## src/stream_pkg.sv

```systemverilog
package stream_pkg;

    // Beat geometry
    localparam int data_bytes = 8;
    localparam int id_wid     = 2;
    localparam int dest_wid   = 3;
    localparam int user_wid   = 4;

    // Payload and sideband of one stream beat
    typedef struct packed {
        logic [data_bytes-1:0][7:0] tdata;
        logic [data_bytes-1:0]      tkeep;
        logic                       tlast;
        logic [id_wid-1:0]          tid;
        logic [dest_wid-1:0]        tdest;
        logic [user_wid-1:0]        tuser;
    } beat_t;

    // Ready behaviour of a forward register
    //   PULL  accepts into an empty slot even while downstream stalls
    //   PUSH  in_ready is a copy of out_ready
    typedef enum logic {
        PULL,
        PUSH
    } pipe_mode_t;

    // Final beat with no valid bytes
    function automatic logic empty_last(beat_t b);
        return b.tlast && (b.tkeep == '0);
    endfunction

endpackage : stream_pkg

```

## src/bypass_select.sv

```systemverilog
`timescale 1ns/10ps

module bypass_select #(
    parameter int                     pipe_stages = 1,
    parameter stream_pkg::pipe_mode_t mode        = stream_pkg::PULL
) (
    input  logic              from_tx,
    input  logic              aresetn,
    input  logic              bypass,
    // Upstream
    input  logic              in_valid,
    input  stream_pkg::beat_t in_beat,
    output logic              in_ready,
    // Towards the processing block
    output logic              blk_valid,
    output stream_pkg::beat_t blk_beat,
    input  logic              blk_ready,
    // Back from the processing block
    input  logic              ret_valid,
    input  stream_pkg::beat_t ret_beat,
    output logic              ret_ready,
    // Downstream
    output logic              out_valid,
    output stream_pkg::beat_t out_beat,
    input  logic              out_ready
);
    import stream_pkg::*;

    // Bypass chain links with index 0 as the chain input
    logic  ch_valid [pipe_stages+1];
    beat_t ch_beat  [pipe_stages+1];
    logic  ch_ready [pipe_stages+1];

    // Input steering
    assign blk_valid   = in_valid && !bypass;
    assign blk_beat    = in_beat;
    assign ch_valid[0] = in_valid && bypass;
    assign ch_beat[0]  = in_beat;

    assign in_ready = bypass ? ch_ready[0] : blk_ready;

    // With no stages the last link is the first one
    generate
        for (genvar i = 0; i < pipe_stages; i++) begin : g_stage
            fwd_reg_stage #(
                .mode (mode)
            ) stage (
                .from_tx   (from_tx),
                .aresetn   (aresetn),
                .in_valid  (ch_valid[i]),
                .in_beat   (ch_beat[i]),
                .in_ready  (ch_ready[i]),
                .out_valid (ch_valid[i+1]),
                .out_beat  (ch_beat[i+1]),
                .out_ready (ch_ready[i+1])
            );
        end : g_stage
    endgenerate

    // Output mux
    always_comb begin
        if (bypass) begin
            out_valid = ch_valid[pipe_stages];
            out_beat  = ch_beat[pipe_stages];
        end else begin
            out_valid = ret_valid;
            out_beat  = ret_beat;
        end
    end

    // Unselected return sees no ready
    assign ret_ready             = !bypass && out_ready;
    assign ch_ready[pipe_stages] = bypass && out_ready;

endmodule : bypass_select

```

## src/fwd_reg_stage.sv

```systemverilog
`timescale 1ns/10ps

module fwd_reg_stage #(
    parameter stream_pkg::pipe_mode_t mode = stream_pkg::PULL
) (
    input  logic              from_tx,
    input  logic              aresetn,
    input  logic              in_valid,
    input  stream_pkg::beat_t in_beat,
    output logic              in_ready,
    output logic              out_valid,
    output stream_pkg::beat_t out_beat,
    input  logic              out_ready
);
    import stream_pkg::*;

    logic  full;
    beat_t beat_q;

    // Slot opens when empty (PULL only) or when the held beat drains
    always_comb begin
        if (mode == PUSH) begin
            in_ready = out_ready;
        end else begin
            in_ready = !full || out_ready;
        end
    end

    // Full flag follows the input whenever the slot is open
    always_ff @(posedge from_tx) begin
        if (!aresetn) begin
            full <= 1'b0;
        end else if (in_ready) begin
            full <= in_valid;
        end
    end

    // Payload loads on every open slot
    always_ff @(posedge from_tx) begin
        if (in_ready) begin
            beat_q <= in_beat;
        end
    end

    assign out_valid = full;
    assign out_beat  = beat_q;

endmodule : fwd_reg_stage

```

## src/ready_skid_stage.sv

```systemverilog
`timescale 1ns/10ps

module ready_skid_stage (
    input  logic              from_tx,
    input  logic              aresetn,
    input  logic              in_valid,
    input  stream_pkg::beat_t in_beat,
    output logic              in_ready,
    output logic              out_valid,
    output stream_pkg::beat_t out_beat,
    input  logic              out_ready
);
    import stream_pkg::*;

    logic  ready_q;
    logic  skid_valid;
    beat_t skid_beat;
    logic  fwft;
    logic  ready_fall;
    logic  capture;

    // Downstream ready delayed by one cycle
    always_ff @(posedge from_tx) begin
        if (!aresetn) begin
            ready_q <= 1'b0;
        end else begin
            ready_q <= out_ready;
        end
    end

    // Empty skid while the registered ready is low lets one word fall through
    assign fwft       = in_valid && !skid_valid && !ready_q;
    assign ready_fall = ready_q && !out_ready;

    // Catch the beat in flight when downstream stops taking it
    assign capture = ready_fall || (fwft && !out_ready);

    assign in_ready = ready_q || fwft;

    always_ff @(posedge from_tx) begin
        if (!aresetn) begin
            skid_valid <= 1'b0;
        end else if (skid_valid && out_ready) begin
            skid_valid <= 1'b0;
        end else if (capture) begin
            skid_valid <= in_valid;
        end
    end

    // Tracks the input until a beat is parked
    always_ff @(posedge from_tx) begin
        if (!skid_valid) begin
            skid_beat <= in_beat;
        end
    end

    // Parked beat goes out first
    always_comb begin
        if (skid_valid) begin
            out_valid = 1'b1;
            out_beat  = skid_beat;
        end else begin
            out_valid = in_valid;
            out_beat  = in_beat;
        end
    end

endmodule : ready_skid_stage

```

## src/stream_proc_top.sv

```systemverilog
`timescale 1ns/10ps

module stream_proc_top #(
    parameter int                     pipe_stages = 2,
    parameter stream_pkg::pipe_mode_t mode        = stream_pkg::PULL
) (
    input  logic              from_tx,
    input  logic              aresetn,
    input  logic              bypass,
    input  logic              in_valid,
    input  stream_pkg::beat_t in_beat,
    output logic              in_ready,
    output logic              out_valid,
    output stream_pkg::beat_t out_beat,
    input  logic              out_ready
);
    import stream_pkg::*;

    // Selector to merger and back
    logic  blk_valid;
    beat_t blk_beat;
    logic  blk_ready;
    logic  ret_valid;
    beat_t ret_beat;
    logic  ret_ready;

    // Output pipeline links
    logic  mux_valid;
    beat_t mux_beat;
    logic  mux_ready;
    logic  reg_valid;
    beat_t reg_beat;
    logic  reg_ready;

    bypass_select #(
        .pipe_stages (pipe_stages),
        .mode        (mode)
    ) u_select (
        .from_tx   (from_tx),
        .aresetn   (aresetn),
        .bypass    (bypass),
        .in_valid  (in_valid),
        .in_beat   (in_beat),
        .in_ready  (in_ready),
        .blk_valid (blk_valid),
        .blk_beat  (blk_beat),
        .blk_ready (blk_ready),
        .ret_valid (ret_valid),
        .ret_beat  (ret_beat),
        .ret_ready (ret_ready),
        .out_valid (mux_valid),
        .out_beat  (mux_beat),
        .out_ready (mux_ready)
    );

    tlast_merge #(
        .mode (mode)
    ) u_merge (
        .from_tx   (from_tx),
        .aresetn   (aresetn),
        .in_valid  (blk_valid),
        .in_beat   (blk_beat),
        .in_ready  (blk_ready),
        .out_valid (ret_valid),
        .out_beat  (ret_beat),
        .out_ready (ret_ready)
    );

    // Full pipeline stage on the output
    fwd_reg_stage #(
        .mode (mode)
    ) u_out_reg (
        .from_tx   (from_tx),
        .aresetn   (aresetn),
        .in_valid  (mux_valid),
        .in_beat   (mux_beat),
        .in_ready  (mux_ready),
        .out_valid (reg_valid),
        .out_beat  (reg_beat),
        .out_ready (reg_ready)
    );

    ready_skid_stage u_out_skid (
        .from_tx   (from_tx),
        .aresetn   (aresetn),
        .in_valid  (reg_valid),
        .in_beat   (reg_beat),
        .in_ready  (reg_ready),
        .out_valid (out_valid),
        .out_beat  (out_beat),
        .out_ready (out_ready)
    );

endmodule : stream_proc_top

```

## src/tlast_merge.sv

```systemverilog
`timescale 1ns/10ps

module tlast_merge #(
    parameter stream_pkg::pipe_mode_t mode = stream_pkg::PULL
) (
    input  logic              from_tx,
    input  logic              aresetn,
    input  logic              in_valid,
    input  stream_pkg::beat_t in_beat,
    output logic              in_ready,
    output logic              out_valid,
    output stream_pkg::beat_t out_beat,
    input  logic              out_ready
);
    import stream_pkg::*;

    logic  hr_valid;
    beat_t hr_beat;
    logic  hr_ready;
    logic  hr_in_valid;
    logic  hold;
    logic  send;
    logic  fold;

    // A non-final beat waits for its successor
    assign hold = hr_valid && !hr_beat.tlast;
    assign send = !hold || in_valid;

    // Empty final beat right behind a held beat
    assign fold = hold && in_valid && empty_last(in_beat);

    // Folded beat is acknowledged upstream but never stored
    assign hr_in_valid = in_valid && !fold;
    assign hr_ready    = out_ready && send;

    fwd_reg_stage #(
        .mode (mode)
    ) hold_reg (
        .from_tx   (from_tx),
        .aresetn   (aresetn),
        .in_valid  (hr_in_valid),
        .in_beat   (in_beat),
        .in_ready  (in_ready),
        .out_valid (hr_valid),
        .out_beat  (hr_beat),
        .out_ready (hr_ready)
    );

    assign out_valid = hr_valid && send;

    // Held beat takes over the end-of-packet mark
    always_comb begin
        out_beat       = hr_beat;
        out_beat.tlast = hr_beat.tlast || fold;
    end

endmodule : tlast_merge
```

## config.mk

```make
export PLATFORM = sky130hd
export DESIGN_NAME = stream_proc_top
export DESIGN_NICKNAME = d
export VERILOG_FILES = /design/src/stream_pkg.sv /design/src/bypass_select.sv /design/src/fwd_reg_stage.sv /design/src/ready_skid_stage.sv /design/src/stream_proc_top.sv /design/src/tlast_merge.sv
export SDC_FILE = /design/constraint.sdc
export NUM_CORES = 1
export LEC_CHECK = 0
export BUFFER_PORTS_ARGS = -buffer_cell sky130_fd_sc_hd__buf_4
export CAP_MARGIN = 0
export CORE_ASPECT_RATIO = 1.1
export CORE_MARGIN = 1
export CORE_UTILIZATION = 50
export CTS_CLUSTER_SIZE = 28
export DETAILED_ROUTE_END_ITERATION = 8
export HOLD_SLACK_MARGIN = 0.06
export PLACE_DENSITY = 0.7
export SYNTH_ARGS = -nofsm -noshare
export SYNTH_HDL_FRONTEND = slang
export SYNTH_SLANG_ARGS = --single-unit
```

## constraint.sdc

```tcl
create_clock -name from_tx -period 12.7 [get_ports from_tx]
set_clock_uncertainty 0.05 [all_clocks]
set_input_delay 1.27 -clock from_tx [delete_from_list [all_inputs] [get_ports from_tx]]
set_output_delay 1.27 -clock from_tx [all_outputs]
set_load 0.005 [all_outputs]
```

After elaboration in Yosys (flattened, before gate mapping)
Cells that the tools add are included.
- register bits: 416
- output and inout bits: 84
- word-level logic and storage cells: 114
- bits of input ports: 87
- mux-type cells: 5
- reduce and logical (&&, ||, !) cells: 37
- bitwise operators: 1
- operators with widths (cell ; number):
    $mux 82 ; 2
    $logic_and 1x1->1 ; 16
    $logic_not 1->1 ; 11
    $logic_not 8->1 ; 1
    $logic_or 1x1->1 ; 8
    $mux 1 ; 3
    $reduce_or 2->1 ; 1
    $not 1->1 ; 1

Logic depth before layout (Yosys ltp)
- word-level depth: 9
- depth in mapped cells: 5
- depth with buffers taken out: 3

Cells and area by module
Synthesis repeated with hierarchy kept, for this count alone.
- cell total of the unflattened synthesis: 715
- area total of the unflattened synthesis: 14740.4 um^2
- by module, submodules not included (module ; times used ; seq. area each (um^2) ; area an instance (um^2) ; cells each):
    fwd_reg_stage ; 4 ; 2482.4 ; 2511.2 ; 86
    ready_skid_stage ; 1 ; 1681.6 ; 2907.8 ; 182
    bypass_select ; 1 ; 0.0 ; 1721.7 ; 180
    tlast_merge ; 1 ; 0.0 ; 66.3 ; 9

Worst setup path after synthesis
OpenSTA, ideal clock, no wires.
- path kind: input -> register
- start point: input port bypass
- end point: register u_select.g_stage[1].stage.beat_q, in the netlist u_select.g_stage[1].stage.out_beat[0], enable pin
- data arrival time: 5129 ps
- path slack: 6987 ps
- path buffers: 1
- stages on the path: 3
- setup time: 534 ps
- required time: 12116 ps
- cell sequence: buf_6 > inv_1 > o21ai_1
- longest elaborated chain between the ends: 2
- ends and longest elaborated chain (what ; RTL line ; text):
    start, declared ; stream_proc_top.sv:9 ; input logic bypass,
    $logic_and 1x1->1 ; bypass_select.sv:73 ; assign ch_ready[pipe_stages] = bypass && out_ready;
    $logic_or 1x1->1 ; fwd_reg_stage.sv:25 ; in_ready = !full || out_ready;
    net u_select.g_stage[0].stage.out_ready ; fwd_reg_stage.sv:13 ; input logic out_ready
    end signal, assigned ; fwd_reg_stage.sv:41 ; beat_q <= in_beat;
    end, declared ; fwd_reg_stage.sv:18 ; beat_t beat_q;
The timed path passes the listed nets, and every way through them passes these cells.
A chain may end at the register's enable or synchronous reset.

Worst setup path in the final report
- start point: register u_out_skid.skid_valid
- end point: output port in_ready
- longest elaborated chain between the ends: 9
- elaborated cells on any way between the ends: 12
- classes of those cells: mux (1); reduce/logical (11)
- ends and longest elaborated chain (what ; RTL line ; text):
    start, declared ; ready_skid_stage.sv:16 ; logic skid_valid;
    start signal, assigned ; ready_skid_stage.sv:46 ; skid_valid <= in_valid;
    $logic_not 1->1 ; ready_skid_stage.sv:32 ; assign fwft = in_valid && !skid_valid && !ready_q;
    $logic_and 1x1->1 (2 in series) ; ready_skid_stage.sv:32 ;
    $logic_or 1x1->1 ; ready_skid_stage.sv:38 ; assign in_ready = ready_q || fwft;
    $logic_or 1x1->1 ; fwd_reg_stage.sv:25 ;
    $logic_and 1x1->1 ; bypass_select.sv:72 ; assign ret_ready = !bypass && out_ready;
    $logic_and 1x1->1 ; tlast_merge.sv:34 ; assign hr_ready = out_ready && send;
    $logic_or 1x1->1 ; fwd_reg_stage.sv:25 ;
    net blk_ready ; stream_proc_top.sv:22 ; logic blk_ready;
    $mux 1 ; bypass_select.sv:40 ; assign in_ready = bypass ? ch_ready[0] : blk_ready;
    end, declared ; stream_proc_top.sv:12 ; output logic in_ready,
The timed path passes the listed nets, and every way through them passes these cells.

==> results.cfg <==
[run_status]
outcome = completed

[timing]
tns_ns = 0
fmax_ghz = 0.2548
setup_slack_ns = 8.775
grt_setup_unrepaired = no
hold_viol_final = 0
setup_viol = 0
fin_crit_sh_pct = 30.90
maxSlewViolCount = 0
period_needed_ns = 3.925
tightest_slew_ns = 1.192
timing.slew.headroom_pct = 20.54

[pwr]
total_power_w = 0.002885
power_density_nw_per_um2 = 171.2
leakage_nw = 6.530
peakVddDrop_mv = 0.1104

[clock_network]
clk_path_buf_depth = 3
cts_inserted_buffers = 40
numClockSinks = 416
post_cts_buffers = 0
cts_hold_repair.buffers = 0
cts_resized = 0
clk_pin_slew_ns = 0.06
clk_latency_ns = 0.52
cts-root-buf = clkbuf_16
cts_tree = built
h-tree-depth = 2

[global_routing]
overflow = 0
grt_util_all_layers_pct = 16.17
grt_pass1_wl_mm = 34.86
grt_start_max_net_pins = 86
grt_pass1_vias = 6348
antenna_found_initial = 0

[layout]
synthToLayoutAreaGrowth_pct = 20.49
multi_input_area_sq_um = 2221
stdcell_area_sq_um = 16850
nets = 912
num_antenna_cells = 0
fill_cells = 1933
layout-drive-gt1-share_pct = 43.46
stdcell_count = 1213
register_area_sq_um = 11610

[critical_path]
crit_path_max_fanout = 85
critPathKind = flip-flop to primary output
r2r_setup_slack_ns = 9.52
cp-start-kind = flip-flop
critical-path-max-stage-delay_ns = 1.12
critPathSlowestCell = dfxtp_4
worstPathRequired_ns = 11.38
worstPathArrival_ns = 2.60
end_kind = primary output
worstPathCellList = and3b_4 -> o31ai_4 -> mux2_2 -> buf_4
critPathTopFamily = flip-flops
path_buf_inv = 1

[yosys]
synth_largest_area_cell = edfxtp_1
netlist_instances = 628
synth-seq-cells = 416
ys_seq_area_share_pct = 83.01
synth.area.top_cells = edfxtp_1 (70%), dfxtp_1 (13%), mux2_2 (7.0%)
ys_async_sr_fraction_pct = 0
synth_common_cells = edfxtp_1 (328), dfxtp_1 (88), mux2_2 (87), mux2_4 (48), mux2_1 (29)
yosysTopAreaCellShare_pct = 70.42
synth_edf_count = 328
syn_area_per_cell_sq_um = 22.27
synth_most_common_cell = edfxtp_1
syn-cell-area_sq_um = 13990
synthFlopType = edfxtp_1
synth_fp_nets = 715
ys_types = 29
yosysWarnings = 0

[route]
drt-wirelength-per-cell_um = 18.97
ant_nets = 0
first_pass_iters = 4
vias = 6020
via_per_inst = 4.963
wl_mm = 23.01
drt_iter0_drc = 340
drc = 0

[hold_path]
min_path_type = flip-flop to flip-flop

[floorplan]
die_height_um = 177.4
die-area_sq_um = 28650
initial_core_util_pct = 51.43
rows = 63
die_x_um = 161.5
ios = 171
core-area_sq_um = 27190

[placement]
place.gp.congestion = 0.7418
place_ws_ns = 8.477
port_buffers = 170
place_area_sq_um = 15610
dpl.hpwl_mm = 13.95
dp_cells = 1140

[flow_run]
cap_violations = 0
## per-layer routing
metal | global-route usage (%) | share of wire, % | vias up
li1 | - | - | 2817
met1 | 19.23 | 40 | 3013
met2 | 28.77 | 52 | 144
met3 | 3.505 | 4.9 | 46
met4 | 6.093 | 2.7 | 0
met5 | 0 | 0 | -
## layout make-up
cell class,count,share of cell area [%]
Clock buffer,59,6.785
Timing Repair Buffer,174,7.751
Clock inverter,14,0.5939
Multi-Input combinational cell,188,13.18
Sequential cell,416,68.92
Inverter,5,0.1262
Tap cell,357,2.650
## power breakdown
| group | internal, W | total, W | switching [W] |
|---|---|---|---|
| combinational | 0.0000986 | 0.000162 | 0.0000634 |
| clock | 0.000646 | 0.00111 | 0.000468 |
| sequential | 0.00158 | 0.00161 | 0.0000294 |
| total | 0.00232 | 0.00289 | 0.000561 |
## metrics by stage
stage               utilization, %  hold slack [ns]
floorplan                        -           0.3503
global placement             57.40           0.3503
detailed placement           57.40           0.3545
CTS                          61.97           0.3597
global route                 61.97           0.3742
finish                       61.97           0.3653
## flip-flops by register name, indices dropped and copies added, names as in the netlist
register / cells
u_merge.hold_reg.out_beat: 82
u_out_skid.skid_valid: 1
u_out_skid.ready_q: 1
u_out_skid.skid_beat: 82
u_select.g_stage.stage.out_beat: 164
u_out_reg.out_valid: 1
u_merge.hold_reg.out_valid: 1
u_select.g_stage.stage.out_valid: 2
u_out_reg.out_beat: 82
## layout by cell type, fill, tap and decap left out, types with 2 or more instances in the layout
| master | netlist | final |
|---|---|---|
| clkinv_2 | 0 | 6 |
| inv_6 | 0 | 2 |
| clkinv_1 | 0 | 4 |
| clkbuf_8 | 0 | 5 |
| buf_4 | 7 | 174 |
| a21oi_1 | 4 | 4 |
| mux2_4 | 48 | 48 |
| dfxtp_1 | 88 | 87 |
| edfxtp_1 | 328 | 328 |
| mux2_2 | 87 | 87 |
| clkbuf_16 | 0 | 41 |
| nand2_1 | 2 | 2 |
| clkbuf_1 | 0 | 13 |
| mux2_1 | 29 | 29 |
| inv_1 | 5 | 4 |
## final timing paths
kind	from	endpoint	cells past startpoint
worst max register to register	u_out_skid.skid_valid	u_select.g_stage[1].stage.out_beat[30]	3
worst max-delay path	u_out_skid.skid_valid	in_ready	4
worst min-delay path	u_select.g_stage[0].stage.out_beat[20]	u_select.g_stage[1].stage.out_beat[20]	0
worst min register to register	u_select.g_stage[0].stage.out_beat[20]	u_select.g_stage[1].stage.out_beat[20]	0
## cell families (layout without fill, tap and decap cells)
kind of cell | Yosys count | in the layout | synth area share (%)
AOI/OAI and AO/OA | 10 | 10 | 0.5904
muxes | 164 | 164 | 14.49
and+or+nand+nor | 14 | 14 | 0.6532
DFF | 416 | 416 | 83.01
buffers and inverters | 24 | 252 | 1.252
Note: power is estimated with default switching activity, not from simulation.
